$ cat src/sc_pkg.sv
// Shared widths, APB register map and packed structs
// for the scan converter output path
package sc_pkg;

    localparam int PIX_W   = 8;
    localparam int POS_W   = 12;
    // Threshold step per scanline strength level
    localparam int SL_STEP = 16;

    // APB register map, byte addresses
    localparam logic [7:0] REG_H_TIMING = 8'h00;
    localparam logic [7:0] REG_V_TIMING = 8'h04;
    localparam logic [7:0] REG_PORCH    = 8'h08;
    localparam logic [7:0] REG_WIN_X    = 8'h0C;
    localparam logic [7:0] REG_WIN_Y    = 8'h10;
    localparam logic [7:0] REG_SL       = 8'h14;
    localparam logic [7:0] REG_MISC     = 8'h18;

    typedef struct packed {
        logic [PIX_W-1:0] r;
        logic [PIX_W-1:0] g;
        logic [PIX_W-1:0] b;
    } rgb_t;

    // Sync outputs are active low
    typedef struct packed {
        logic             hsync;
        logic             vsync;
        logic             de;
        logic [POS_W-1:0] xpos;
        logic [POS_W-1:0] ypos;
    } beam_t;

    typedef struct packed {
        beam_t beam;
        rgb_t  rgb;
    } pix_beat_t;

    typedef struct packed {
        logic [POS_W-1:0] h_total;
        logic [POS_W-1:0] h_active;
        logic [7:0]       h_synclen;
        logic [8:0]       h_backporch;
        logic [POS_W-1:0] v_total;
        logic [POS_W-1:0] v_active;
        logic [3:0]       v_synclen;
        logic [8:0]       v_backporch;
    } timing_cfg_t;

    // sl_iv is the last phase before wrap, one overlay bit and strength per phase
    typedef struct packed {
        logic [1:0]      sl_iv;
        logic [3:0]      sl_overlay;
        logic [3:0][3:0] sl_str;
    } sl_cfg_t;

    typedef struct packed {
        logic [POS_W-1:0] x_start;
        logic [POS_W-1:0] x_size;
        logic [POS_W-1:0] y_start;
        logic [POS_W-1:0] y_size;
        logic [3:0]       mask_br;
        logic [2:0]       mask_color;
        logic             tp_enable;
    } out_cfg_t;

endpackage

$ cat src/sc_cfg_regs.sv
// APB configuration slave with timing, scanline and output window registers
module sc_cfg_regs
    import sc_pkg::*;
(
    input  logic        PCLK_OUT_i,
    input  logic        rst_n_i,
    input  logic        psel_i,
    input  logic        penable_i,
    input  logic        pwrite_i,
    input  logic [7:0]  paddr_i,
    input  logic [31:0] pwdata_i,
    output logic [31:0] prdata_o,
    output logic        pready_o,
    output logic        pslverr_o,
    output timing_cfg_t timing_cfg_o,
    output sl_cfg_t     sl_cfg_o,
    output out_cfg_t    out_cfg_o
);

    // 40x20 frame with a 28x14 active area
    localparam timing_cfg_t TIMING_DEF = '{
        h_total: 12'd40, h_active: 12'd28, h_synclen: 8'd4, h_backporch: 9'd6,
        v_total: 12'd20, v_active: 12'd14, v_synclen: 4'd2, v_backporch: 9'd2
    };
    localparam sl_cfg_t SL_DEF = '0;
    // Window open over the full position range
    localparam out_cfg_t OUT_DEF = '{
        x_start: '0, x_size: 12'hFFF, y_start: '0, y_size: 12'hFFF,
        mask_br: '0, mask_color: '0, tp_enable: 1'b0
    };

    timing_cfg_t timing_q;
    sl_cfg_t     sl_q;
    out_cfg_t    out_q;
    logic        addr_ok;
    logic        wr_en;

    always_comb begin
        case (paddr_i)
            REG_H_TIMING, REG_V_TIMING, REG_PORCH, REG_WIN_X,
            REG_WIN_Y, REG_SL, REG_MISC: addr_ok = 1'b1;
            default:                     addr_ok = 1'b0;
        endcase
    end

    // Zero wait states, error only in the access phase
    assign pready_o  = 1'b1;
    assign pslverr_o = psel_i & penable_i & ~addr_ok;
    assign wr_en     = psel_i & penable_i & pwrite_i & addr_ok;

    always_ff @(posedge PCLK_OUT_i or negedge rst_n_i) begin
        if (!rst_n_i) begin
            timing_q <= TIMING_DEF;
            sl_q     <= SL_DEF;
            out_q    <= OUT_DEF;
        end else if (wr_en) begin
            case (paddr_i)
                REG_H_TIMING: begin
                    timing_q.h_total   <= pwdata_i[11:0];
                    timing_q.h_active  <= pwdata_i[23:12];
                    timing_q.h_synclen <= pwdata_i[31:24];
                end
                REG_V_TIMING: begin
                    timing_q.v_total   <= pwdata_i[11:0];
                    timing_q.v_active  <= pwdata_i[23:12];
                    timing_q.v_synclen <= pwdata_i[27:24];
                end
                REG_PORCH: begin
                    timing_q.h_backporch <= pwdata_i[8:0];
                    timing_q.v_backporch <= pwdata_i[24:16];
                end
                REG_WIN_X: begin
                    out_q.x_start <= pwdata_i[11:0];
                    out_q.x_size  <= pwdata_i[27:16];
                end
                REG_WIN_Y: begin
                    out_q.y_start <= pwdata_i[11:0];
                    out_q.y_size  <= pwdata_i[27:16];
                end
                REG_SL: begin
                    sl_q.sl_str     <= pwdata_i[15:0];
                    sl_q.sl_overlay <= pwdata_i[19:16];
                    sl_q.sl_iv      <= pwdata_i[21:20];
                end
                default: begin
                    out_q.mask_br    <= pwdata_i[3:0];
                    out_q.mask_color <= pwdata_i[6:4];
                    out_q.tp_enable  <= pwdata_i[7];
                end
            endcase
        end
    end

    // Readback uses the same bit layout as the writes
    always_comb begin
        prdata_o = '0;
        if (psel_i && !pwrite_i) begin
            case (paddr_i)
                REG_H_TIMING: prdata_o = {timing_q.h_synclen, timing_q.h_active, timing_q.h_total};
                REG_V_TIMING: prdata_o = {4'h0, timing_q.v_synclen, timing_q.v_active,
                                          timing_q.v_total};
                REG_PORCH:    prdata_o = {7'h0, timing_q.v_backporch, 7'h0, timing_q.h_backporch};
                REG_WIN_X:    prdata_o = {4'h0, out_q.x_size, 4'h0, out_q.x_start};
                REG_WIN_Y:    prdata_o = {4'h0, out_q.y_size, 4'h0, out_q.y_start};
                REG_SL:       prdata_o = {10'h0, sl_q.sl_iv, sl_q.sl_overlay, sl_q.sl_str};
                REG_MISC:     prdata_o = {24'h0, out_q.tp_enable, out_q.mask_color, out_q.mask_br};
                default:      prdata_o = '0;
            endcase
        end
    end

    assign timing_cfg_o = timing_q;
    assign sl_cfg_o     = sl_q;
    assign out_cfg_o    = out_q;

endmodule

$ cat src/sc_timing_gen.sv
// Horizontal and vertical counters producing sync, data enable,
// active positions and the scanline phase
module sc_timing_gen
    import sc_pkg::*;
#(
    parameter int TIMING_W  = 12,
    parameter int SL_PHASES = 4
) (
    input  logic                         PCLK_OUT_i,
    input  logic                         rst_n_i,
    input  timing_cfg_t                  timing_cfg_i,
    input  logic [$clog2(SL_PHASES)-1:0] sl_iv_i,
    output beam_t                        beam_o,
    output logic [$clog2(SL_PHASES)-1:0] sl_phase_o
);

    localparam int PH_W = $clog2(SL_PHASES);

    typedef logic [TIMING_W-1:0] cnt_t;
    // One extra bit so start + active never overflows
    typedef logic [TIMING_W:0]   ext_t;

    cnt_t            h_cnt;
    cnt_t            v_cnt;
    cnt_t            v_next;
    logic [PH_W-1:0] ph_cnt;
    ext_t            h_start;
    ext_t            h_end;
    ext_t            v_start;
    ext_t            v_end;
    logic            h_wrap;
    logic            v_wrap;
    logic            h_act;
    logic            v_act;

    assign h_start = ext_t'(timing_cfg_i.h_synclen) + ext_t'(timing_cfg_i.h_backporch);
    assign h_end   = h_start + ext_t'(timing_cfg_i.h_active);
    assign v_start = ext_t'(timing_cfg_i.v_synclen) + ext_t'(timing_cfg_i.v_backporch);
    assign v_end   = v_start + ext_t'(timing_cfg_i.v_active);

    assign h_wrap = (h_cnt == cnt_t'(timing_cfg_i.h_total - 1'b1));
    assign v_wrap = (v_cnt == cnt_t'(timing_cfg_i.v_total - 1'b1));
    assign v_next = v_wrap ? '0 : v_cnt + 1'b1;

    assign h_act = (ext_t'(h_cnt) >= h_start) && (ext_t'(h_cnt) < h_end);
    assign v_act = (ext_t'(v_cnt) >= v_start) && (ext_t'(v_cnt) < v_end);

    // Counters, with the line phase tracking v_cnt
    always_ff @(posedge PCLK_OUT_i or negedge rst_n_i) begin
        if (!rst_n_i) begin
            h_cnt  <= '0;
            v_cnt  <= '0;
            ph_cnt <= '0;
        end else if (h_wrap) begin
            h_cnt <= '0;
            v_cnt <= v_next;
            if (ext_t'(v_next) == v_start) begin
                // First active line restarts the phase
                ph_cnt <= '0;
            end else if (v_act) begin
                ph_cnt <= (ph_cnt == sl_iv_i) ? '0 : ph_cnt + 1'b1;
            end
        end else begin
            h_cnt <= h_cnt + 1'b1;
        end
    end

    // Registered beam, one cycle behind the counters
    always_ff @(posedge PCLK_OUT_i or negedge rst_n_i) begin
        if (!rst_n_i) begin
            beam_o.hsync <= 1'b1;
            beam_o.vsync <= 1'b1;
            beam_o.de    <= 1'b0;
            beam_o.xpos  <= '0;
            beam_o.ypos  <= '0;
            sl_phase_o   <= '0;
        end else begin
            beam_o.hsync <= (h_cnt >= cnt_t'(timing_cfg_i.h_synclen));
            beam_o.vsync <= (v_cnt >= cnt_t'(timing_cfg_i.v_synclen));
            beam_o.de    <= h_act & v_act;
            beam_o.xpos  <= h_act ? POS_W'(ext_t'(h_cnt) - h_start) : '0;
            beam_o.ypos  <= v_act ? POS_W'(ext_t'(v_cnt) - v_start) : '0;
            sl_phase_o   <= ph_cnt;
        end
    end

endmodule

$ cat src/sc_scanline.sv
// Three-stage scanline darkening of the external source pixel
// using a saturating threshold subtraction
module sc_scanline
    import sc_pkg::*;
(
    input  logic      PCLK_OUT_i,
    input  logic      rst_n_i,
    input  beam_t     beam_i,
    input  logic [1:0] sl_phase_i,
    input  rgb_t      rgb_i,
    input  sl_cfg_t   sl_cfg_i,
    output pix_beat_t beat_o
);

    pix_beat_t        beat1_q;
    pix_beat_t        beat2_q;
    pix_beat_t        beat3_q;
    logic             draw1_q;
    logic             draw2_q;
    logic [3:0]       str1_q;
    logic [PIX_W-1:0] thold2_q;

    function automatic logic [PIX_W-1:0] sat_sub(input logic [PIX_W-1:0] ch,
                                                 input logic [PIX_W-1:0] t);
        return (ch > t) ? ch - t : '0;
    endfunction

    // Stage 1: source select and per-phase overlay lookup
    always_ff @(posedge PCLK_OUT_i or negedge rst_n_i) begin
        if (!rst_n_i) begin
            beat1_q      <= '0;
            beat1_q.beam.hsync <= 1'b1;
            beat1_q.beam.vsync <= 1'b1;
            draw1_q      <= 1'b0;
            str1_q       <= '0;
        end else begin
            beat1_q.beam <= beam_i;
            beat1_q.rgb  <= rgb_i;
            draw1_q      <= sl_cfg_i.sl_overlay[sl_phase_i];
            str1_q       <= sl_cfg_i.sl_str[sl_phase_i];
        end
    end

    // Stage 2: threshold (s+1)*STEP-1
    always_ff @(posedge PCLK_OUT_i or negedge rst_n_i) begin
        if (!rst_n_i) begin
            beat2_q  <= '0;
            beat2_q.beam.hsync <= 1'b1;
            beat2_q.beam.vsync <= 1'b1;
            draw2_q  <= 1'b0;
            thold2_q <= '0;
        end else begin
            beat2_q  <= beat1_q;
            draw2_q  <= draw1_q;
            thold2_q <= PIX_W'((int'(str1_q) + 1) * SL_STEP - 1);
        end
    end

    // Stage 3: subtract on drawn lines, clamp at black
    always_ff @(posedge PCLK_OUT_i or negedge rst_n_i) begin
        if (!rst_n_i) begin
            beat3_q <= '0;
            beat3_q.beam.hsync <= 1'b1;
            beat3_q.beam.vsync <= 1'b1;
        end else begin
            beat3_q.beam  <= beat2_q.beam;
            beat3_q.rgb.r <= draw2_q ? sat_sub(beat2_q.rgb.r, thold2_q) : beat2_q.rgb.r;
            beat3_q.rgb.g <= draw2_q ? sat_sub(beat2_q.rgb.g, thold2_q) : beat2_q.rgb.g;
            beat3_q.rgb.b <= draw2_q ? sat_sub(beat2_q.rgb.b, thold2_q) : beat2_q.rgb.b;
        end
    end

    assign beat_o = beat3_q;

endmodule

$ cat src/sc_border_tp.sv
// Output stage with window mask colour, XOR test pattern
// and the registered video outputs
module sc_border_tp
    import sc_pkg::*;
(
    input  logic             PCLK_OUT_i,
    input  logic             rst_n_i,
    input  pix_beat_t        beat_i,
    input  out_cfg_t         out_cfg_i,
    output logic             hsync_o,
    output logic             vsync_o,
    output logic             de_o,
    output logic [POS_W-1:0] xpos_o,
    output logic [POS_W-1:0] ypos_o,
    output rgb_t             rgb_o
);

    logic [POS_W:0]   x_end;
    logic [POS_W:0]   y_end;
    logic             in_win;
    logic [PIX_W-1:0] tp_val;
    logic [PIX_W-1:0] mask_lvl;
    rgb_t             mask_rgb;
    rgb_t             pix_nxt;
    beam_t            beam_q;
    rgb_t             rgb_q;

    assign x_end  = {1'b0, out_cfg_i.x_start} + {1'b0, out_cfg_i.x_size};
    assign y_end  = {1'b0, out_cfg_i.y_start} + {1'b0, out_cfg_i.y_size};
    assign in_win = (beat_i.beam.xpos >= out_cfg_i.x_start) && ({1'b0, beat_i.beam.xpos} < x_end) &&
                    (beat_i.beam.ypos >= out_cfg_i.y_start) && ({1'b0, beat_i.beam.ypos} < y_end);

    assign tp_val   = PIX_W'(beat_i.beam.xpos ^ beat_i.beam.ypos);
    // Brightness nibble repeated to fill the channel
    assign mask_lvl = {2{out_cfg_i.mask_br}};
    assign mask_rgb = '{r: out_cfg_i.mask_color[2] ? mask_lvl : '0,
                        g: out_cfg_i.mask_color[1] ? mask_lvl : '0,
                        b: out_cfg_i.mask_color[0] ? mask_lvl : '0};

    assign pix_nxt = out_cfg_i.tp_enable ? '{r: tp_val, g: tp_val, b: tp_val} :
                     in_win              ? beat_i.rgb : mask_rgb;

    always_ff @(posedge PCLK_OUT_i or negedge rst_n_i) begin
        if (!rst_n_i) begin
            beam_q <= '{hsync: 1'b1, vsync: 1'b1, de: 1'b0, xpos: '0, ypos: '0};
            rgb_q  <= '0;
        end else begin
            beam_q <= beat_i.beam;
            rgb_q  <= pix_nxt;
        end
    end

    assign hsync_o = beam_q.hsync;
    assign vsync_o = beam_q.vsync;
    assign de_o    = beam_q.de;
    assign xpos_o  = beam_q.xpos;
    assign ypos_o  = beam_q.ypos;
    assign rgb_o   = rgb_q;

endmodule

$ cat src/sc_top.sv
// Scan converter output path: APB configuration, timing generator,
// scanline processing and the masked output stage
module sc_top
    import sc_pkg::*;
#(
    parameter int TIMING_W  = 12,
    parameter int SL_PHASES = 4
) (
    input  logic             PCLK_OUT_i,
    input  logic             rst_n_i,
    input  logic             psel_i,
    input  logic             penable_i,
    input  logic             pwrite_i,
    input  logic [7:0]       paddr_i,
    input  logic [31:0]      pwdata_i,
    input  rgb_t             rgb_i,
    output logic [31:0]      prdata_o,
    output logic             pready_o,
    output logic             pslverr_o,
    output logic             hsync_o,
    output logic             vsync_o,
    output logic             de_o,
    output logic [POS_W-1:0] xpos_o,
    output logic [POS_W-1:0] ypos_o,
    output rgb_t             rgb_o
);

    timing_cfg_t                  timing_cfg;
    sl_cfg_t                      sl_cfg;
    out_cfg_t                     out_cfg;
    beam_t                        beam;
    logic [$clog2(SL_PHASES)-1:0] sl_phase;
    pix_beat_t                    beat;

    sc_cfg_regs u_cfg_regs (
        .PCLK_OUT_i   (PCLK_OUT_i),
        .rst_n_i      (rst_n_i),
        .psel_i       (psel_i),
        .penable_i    (penable_i),
        .pwrite_i     (pwrite_i),
        .paddr_i      (paddr_i),
        .pwdata_i     (pwdata_i),
        .prdata_o     (prdata_o),
        .pready_o     (pready_o),
        .pslverr_o    (pslverr_o),
        .timing_cfg_o (timing_cfg),
        .sl_cfg_o     (sl_cfg),
        .out_cfg_o    (out_cfg)
    );

    sc_timing_gen #(
        .TIMING_W  (TIMING_W),
        .SL_PHASES (SL_PHASES)
    ) u_timing_gen (
        .PCLK_OUT_i   (PCLK_OUT_i),
        .rst_n_i      (rst_n_i),
        .timing_cfg_i (timing_cfg),
        .sl_iv_i      (sl_cfg.sl_iv),
        .beam_o       (beam),
        .sl_phase_o   (sl_phase)
    );

    sc_scanline u_scanline (
        .PCLK_OUT_i (PCLK_OUT_i),
        .rst_n_i    (rst_n_i),
        .beam_i     (beam),
        .sl_phase_i (sl_phase),
        .rgb_i      (rgb_i),
        .sl_cfg_i   (sl_cfg),
        .beat_o     (beat)
    );

    sc_border_tp u_border_tp (
        .PCLK_OUT_i (PCLK_OUT_i),
        .rst_n_i    (rst_n_i),
        .beat_i     (beat),
        .out_cfg_i  (out_cfg),
        .hsync_o    (hsync_o),
        .vsync_o    (vsync_o),
        .de_o       (de_o),
        .xpos_o     (xpos_o),
        .ypos_o     (ypos_o),
        .rgb_o      (rgb_o)
    );

endmodule

$ cat config.mk
export PLATFORM = sky130hd
export DESIGN_NAME = sc_top
export DESIGN_NICKNAME = d
export VERILOG_FILES = /design/src/sc_pkg.sv /design/src/sc_cfg_regs.sv /design/src/sc_timing_gen.sv /design/src/sc_scanline.sv /design/src/sc_border_tp.sv /design/src/sc_top.sv
export SDC_FILE = /design/constraint.sdc
export NUM_CORES = 1
export LEC_CHECK = 0
export BUFFER_PORTS_ARGS = -buffer_cell sky130_fd_sc_hd__buf_4
export CAP_MARGIN = 20
export CORE_MARGIN = 5
export CORE_UTILIZATION = 55
export CTS_CLUSTER_SIZE = 40
export DETAILED_ROUTE_END_ITERATION = 10
export PLACE_DENSITY = 0.74
export SETUP_SLACK_MARGIN = 0.15
export SYNTH_ARGS = -nofsm -noshare
export SYNTH_HDL_FRONTEND = slang
export SYNTH_SLANG_ARGS = --single-unit
$ cat constraint.sdc
create_clock -name PCLK_OUT_i -period 7.2 [get_ports PCLK_OUT_i]
set_input_delay 1.08 -clock PCLK_OUT_i [delete_from_list [all_inputs] [get_ports PCLK_OUT_i]]
set_output_delay 1.08 -clock PCLK_OUT_i [all_outputs]
set_load 0.01 [all_outputs]
; ---- Word level (Yosys, flattened, before mapping)
; Cells that the tools add are included.
[word_totals]
ff_bits = 429
latchBits = 0
ram_bits = 0
romBits = 0
output_inout_bits = 85
wordCells = 160
n_memories = 0
[op_classes]
addsub = 18
n_mul = 0
n_div = 0
magnitude_cmp = 14
eq_ne = 10
shift = 0
n_mux = 25
bitwise = 8
n_reduce_logical = 19
[ops]
columns = cell, n
row1 = one-hot mux 32 bit (7 select lines), 1
row2 = 2-to-1 mux 8 bit, 9
row3 = < comparator 12 x 13 -> 1 bit, 4
row4 = 2-to-1 mux 12 bit, 4
row5 = 2-to-1 mux 24 bit, 2
row6 = 2-to-1 mux 32 bit, 1
row7 = adder 12 x 12 -> 13 bit, 2
row8 = adder 13 x 12 -> 13 bit, 2
row9 = >= comparator 12 x 13 -> 1 bit, 2
row10 = adder 12 x 1 -> 12 bit (second input constant), 2
row11 = == test 12 bit, 2
row12 = == test 8 x 5 -> 1 bit (second input constant), 3
row13 = >= comparator 12 bit, 2
row14 = > comparator 8 bit, 3
row15 = subtractor 12 x 1 -> 12 bit (second input constant), 2
row16 = subtractor 12 bit, 2
row17 = subtractor 8 bit, 3
row18 = == test 8 x 4 -> 1 bit (second input constant), 2
row19 = AND reduction 2 bit, 8
row20 = == test 12 x 13 -> 1 bit, 1
row21 = >= comparator 12 x 4 -> 1 bit, 1
row22 = >= comparator 12 x 8 -> 1 bit, 1
row23 = adder 4 x 9 -> 10 bit, 1
row24 = adder 8 x 9 -> 10 bit, 1
row25 = 20 further kinds, 33

; ---- Logic depth before layout (Yosys ltp)
[depth]
ltp_word = 7
ltp_mapped = 23

; ---- Hierarchy
; Synthesis repeated with hierarchy kept, for this count alone.
[hier_totals]
hier_cells = 2117
area_unflattened_um2 = 23726.5
[by_module_without_submodules]
columns = module, n_inst, cells_each, area_each_um2, seq_area_each_um2
row1 = sc_cfg_regs, 1, 565, 7686.1, 3952.5
row2 = sc_timing_gen, 1, 809, 6601.3, 1378.8
row3 = sc_scanline, 1, 370, 5601.6, 4111.4
row4 = sc_border_tp, 1, 373, 3837.4, 1278.7

; ---- Worst setup path after synthesis
; No wires, ideal clock.
[synth_timing]
path_type = reg2reg
from = reg u_cfg_regs.timing_q, in the netlist u_cfg_regs.timing_cfg_o[1]
to = reg u_timing_gen.ph_cnt[1]
setup_time_ps = 121
arrival_time_ps = 4368
required_ps = 7079
slack_ps = 2711
stages_incl_launch_ff = 21
n_path_buf = 0
synth_period_minus_slack_ps = 4489
path_cell_list = dfstp_2 -> inv_1 -> fa_1 -> inv_1 -> ha_1 -> a21o_1 -> a21oi_1 -> o21bai_1 -> a21o_1 -> a21o_1 -> a21oi_1 -> xor2_1 -> ha_1 -> a21o_1 -> a211oi_1 -> a31oi_1 -> o32ai_1 -> o32ai_2 -> or2_2 -> a21oi_1 -> o21ai_1
[synth_via]
elab_chain_cells = 6
elab_cells_between_ends = 9
classes_between = add/sub (2) / order compare (2) / eq/ne (1) / mux (1) / reduce/logical (3)
[synth_lines]
columns = item, line_no
row1 = "start, declared", sc_cfg_regs.sv:32  ; timing_cfg_t timing_q;
row2 = adder 4 x 9 -> 10 bit *, sc_timing_gen.sv:38  ; assign v_start = ext_t'(timing_cfg_i.v_synclen) + ext_t'(timing_cfg_i.v_backporch);
row3 = adder 13 x 12 -> 13 bit, sc_timing_gen.sv:39  ; assign v_end = v_start + ext_t'(timing_cfg_i.v_active);
row4 = < comparator 12 x 13 -> 1 bit, sc_timing_gen.sv:46  ; assign v_act = (ext_t'(v_cnt) >= v_start) && (ext_t'(v_cnt) < v_end);
row5 = logical AND 1 bit, sc_timing_gen.sv:46
row6 = nonzero test 2 bit (no source line), --
row7 = AND reduction 2 bit (no source line), --
row8 = "end signal, assigned", sc_timing_gen.sv:61  ; ph_cnt <= (ph_cnt == sl_iv_i) ? '0 : ph_cnt + 1'b1;
row9 = "end, declared", sc_timing_gen.sv:26  ; logic [PH_W-1:0] ph_cnt;
; Every way passes the cells marked *; elsewhere a longest branch is shown, timed or not.
; A chain may end at the register's enable or synchronous reset.

; ---- Worst setup path after layout
[layout_timing]
from = reg u_cfg_regs.timing_q, in the netlist u_cfg_regs.timing_cfg_o[10]
to = reg u_timing_gen.ph_cnt[1]
; Same word-level chain as after synthesis.

==> flow_summary.ini <==
[critical_path]
slowest_stage = fa_1
r2r_slack_ns = 1.89
cpPeakStageDelay_ns = 0.71
cp_top_family = compound AO/OA/AOI/OAI gates
timing.critical_path.buf_inv = 2
critPathKind = flop to flop
cp_data_required_time_ns = 7.67
cp.arrival_ns = 5.78
crit-reg2reg-launch = u_cfg_regs.timing_cfg_o[10]
end_kind = flop
crit_chain = inv_1 > fa_1 > inv_1 > ha_1 > a21o_1 > a21oi_1 > o21bai_1 > a21o_1 > a21o_1 > a21oi_1 > xor2_1 > ha_1 > a21o_1 > a211oi_1 > a31oi_1 > o32ai_1 > o32ai_2 > or2_2 > a21oi_1 > o21ai_1
cp-start-kind = flop
path_max_fanout = 16
reg2reg_depth = 20
cpMostUsedCell = a21o_1
r2r-end = u_timing_gen.ph_cnt[1]

[yosys]
synthMuxAreaShare_pct = 7.65
avgSynthCellArea_um2 = 11.0
syn_area_mm2 = 0.0227
synth_warnings = 0
syn_inst = 2066
synth_ff_type = dfrtp_1
synth-adder-area-share_pct = 11.5
synth-compound-area-share_pct = 13.5
synth-edff-count = 0
ys_seq_area_share_pct = 47.3
synth_top_family_by_area = compound AO/OA/AOI/OAI gates
ys_types = 84
synth_async_sr_flop_share_pct = 100
yosys.area_share.xor_xnor_pct = 5.88
ys_ff_latch = 426
synth-simple-area-share_pct = 10.0

[floorplanning]
core_area_mm2 = 0.0408
io_pins = 154
die_y_um = 213
die_x_um = 213
die-area_mm2 = 0.0454
rows = 74
start_util_pct = 55.5

[job]
cap_violations = 0

[detailed_routing]
wl_per_cell_um = 23.7
drc_errors = 0
top_layer = met5
route.met2.wl_um = 30200
drtAntennaViolNets = 0
vias = 16912
vias_per_cell = 6.11
drt_wl_total_um = 65800
wl_met3_um = 6840
first_iter_violations = 1707
drt_pass1_iterations = 5
wl_met1_um = 26400

[pwr]
pwr-share-seq_pct = 46.3
p_int_w = 0.00409
power.net_switching_w = 0.00151
power_frac_comb_pct = 12.9
ir_worst_vdd_v = 0.000144
pwr-share-clk_pct = 40.9
p_leak_nw = 13.0
swShare_pct = 26.9
power.density_mw_per_mm2 = 218
p_total_w = 0.00560

[global_route]
grt_overflow_total = 0
grt_max_degree = 137
grt_pass1_wl_um = 100000
grtUsageTotal_pct = 29.1
antenna_found_initial = 7
grt_pass1_vias = 17015

[placement]
place.gp.congestion = 1.03
place_hpwl_um = 49700
place.port_buffers = 152

[timing]
final_hold_viol_count = 0
rsz0062_at_grt = no
worst_slew_pin_slew_ns = 0.983
setup_viol = 0
slew_violations = 0
tns_ns = 0
post-route-min-period_ns = 5.31
fmax_mhz = 188
hold_slack_ns = 0.340
fin_crit_sh_pct = 73.8
max-slew-margin-rel_pct = 34.5
skew_ns = 0.0215

[layout]
diodes = 0
fill_cells = 3194
final_util_pct = 63.0
area_delta_synth_final_pct = 13.5
drive_gt1_share_pct = 17.7
regArea_mm2 = 0.0107
multi_input_area_mm2 = 0.0110
nets = 2473

[cts]
worstSkewPairLatency_ns = 0.59
clockRootBuffer = clkbuf_16
hold_buffers = 0
cts.repair.resized = 0
path_clk_slew_ns = 0.06
h-tree-depth = 2
cts_tree = yes
clockBufferDepth = 3
clock-sinks = 426
cts_made_buffers = 44
post-cts-setup-buffers = 0

[hold_path]
holdPathEnd = u_scanline.beat_o[43]
holdPathStages = 0
hold_class = flop to flop
worstHoldStart = u_scanline.beat2_q[43]

[run_status]
status = completed
==> routing by layer <==
layer	up-vias	GRT usage, %
li1	7563	-
met1	8374	39.2
met2	815	46.7
met3	152	7.29
met4	8	9.76
met5	-	0
==> through the flow <==
| stage | cell area, um^2 | worst slack [ns] | cells |
|---|---|---|---|
| 4_1_cts | 25700 | 1.98 | 2768 |
| 3_3_place_gp | 24200 | 2.21 | 2687 |
| 5_1_grt | 25700 | 1.65 | 2770 |
| 3_5_place_dp | 24200 | 1.97 | 2687 |
| 6_report | 25700 | 1.89 | 2770 |
| 2_1_floorplan | 22700 | 2.71 | 2067 |
==> registers in the layout, indices dropped and copies added, names as in the netlist, 5 cells and up <==
name                     flops
u_cfg_regs.timing_cfg_o     78
u_cfg_regs.out_cfg_o        56
u_scanline.beat1_q          51
u_scanline.beat2_q          51
u_scanline.beat_o           51
u_timing_gen.beam_o         27
u_border_tp.rgb_o           24
u_cfg_regs.sl_cfg_o         22
u_border_tp.xpos_o          12
u_border_tp.ypos_o          12
u_timing_gen.h_cnt          12
u_timing_gen.v_cnt          12
u_scanline.thold2_q          5
==> area by class of cell <==
| class | instances | share of cell area [%] |
|---|---|---|
| Clock buffer | 61 | 4.92 |
| Clock inverter | 20 | 0.769 |
| Inverter | 147 | 2.15 |
| Multi-Input combinational cell | 1417 | 42.8 |
| Sequential cell | 426 | 41.7 |
| Tap cell | 532 | 2.59 |
| Timing Repair Buffer | 167 | 5.11 |
==> cell usage after synthesis, drive strengths merged (20+ instances only) <==
cell    instances  area, um^2
a21o           67         503
a21oi          80         404
a22oi          26         195
buf            40         257
clkbuf         37         139
dfrtp         377        9430
dfstp          49        1290
ha            190        2380
inv           147         552
mux2          122        1370
nand2         127         477
nand2b         22         138
nand3          29         150
nand4          25         171
nor2          106         403
nor2b          27         169
nor3           36         201
o211ai         20         150
o21ai         134         671
o22ai          27         169
xnor2          81         709
xor2           71         622
==> power groups by stage <==
stage / logic [W] / registers (W) / clock network (W)
floorplan: 0.000487 / 0.00256 / 0
global placement: 0.000697 / 0.00263 / 0
detailed placement: 0.000705 / 0.00263 / 0
CTS: 0.000709 / 0.00259 / 0.00232
global route: 0.000799 / 0.00260 / 0.00241
finish: 0.000719 / 0.00259 / 0.00229
==> how the worst max path moves through the flow <==
stage,endpoint,from,slack (ns),depth (start not counted)
6_report,u_timing_gen.ph_cnt[1],u_cfg_regs.timing_cfg_o[10],1.89,20
5_1_grt,u_timing_gen.ph_cnt[1],u_cfg_regs.timing_cfg_o[10],1.65,20
4_1_cts,u_timing_gen.ph_cnt[1],u_cfg_regs.timing_cfg_o[1],1.98,20
3_5_place_dp,u_timing_gen.ph_cnt[1],u_cfg_regs.timing_cfg_o[1],1.97,20
3_3_place_gp,u_timing_gen.ph_cnt[1],u_cfg_regs.timing_cfg_o[9],2.21,21
2_1_floorplan,u_timing_gen.ph_cnt[1],u_cfg_regs.timing_cfg_o[1],2.71,20
==> logic make-up after synthesis <==
kind of cell,after synthesis
compound gates,468
simple gates,446
flops,426
buf+inv,224
fa+ha+maj,201
xor+xnor,152
mux,148
other cells,1
==> cells in the final DEF (no fill, tap or decap), drive strengths merged, types with 20 or more instances in the layout <==
| cell type | n |
|---|---|
| clkbuf | 61 |
| nand3 | 29 |
| a21oi | 80 |
| a21o | 67 |
| a22oi | 26 |
| nor2b | 27 |
| nor2 | 106 |
| ha | 190 |
| mux2 | 122 |
| o21ai | 134 |
| nand4 | 25 |
| dfrtp | 377 |
| dfstp | 49 |
| nand2b | 22 |
| xnor2 | 81 |
| xor2 | 71 |
| nand2 | 127 |
| buf | 167 |
| inv | 150 |
| nor3 | 36 |
| o22ai | 27 |
| o211ai | 20 |
(Power assumes the default switching activity.)
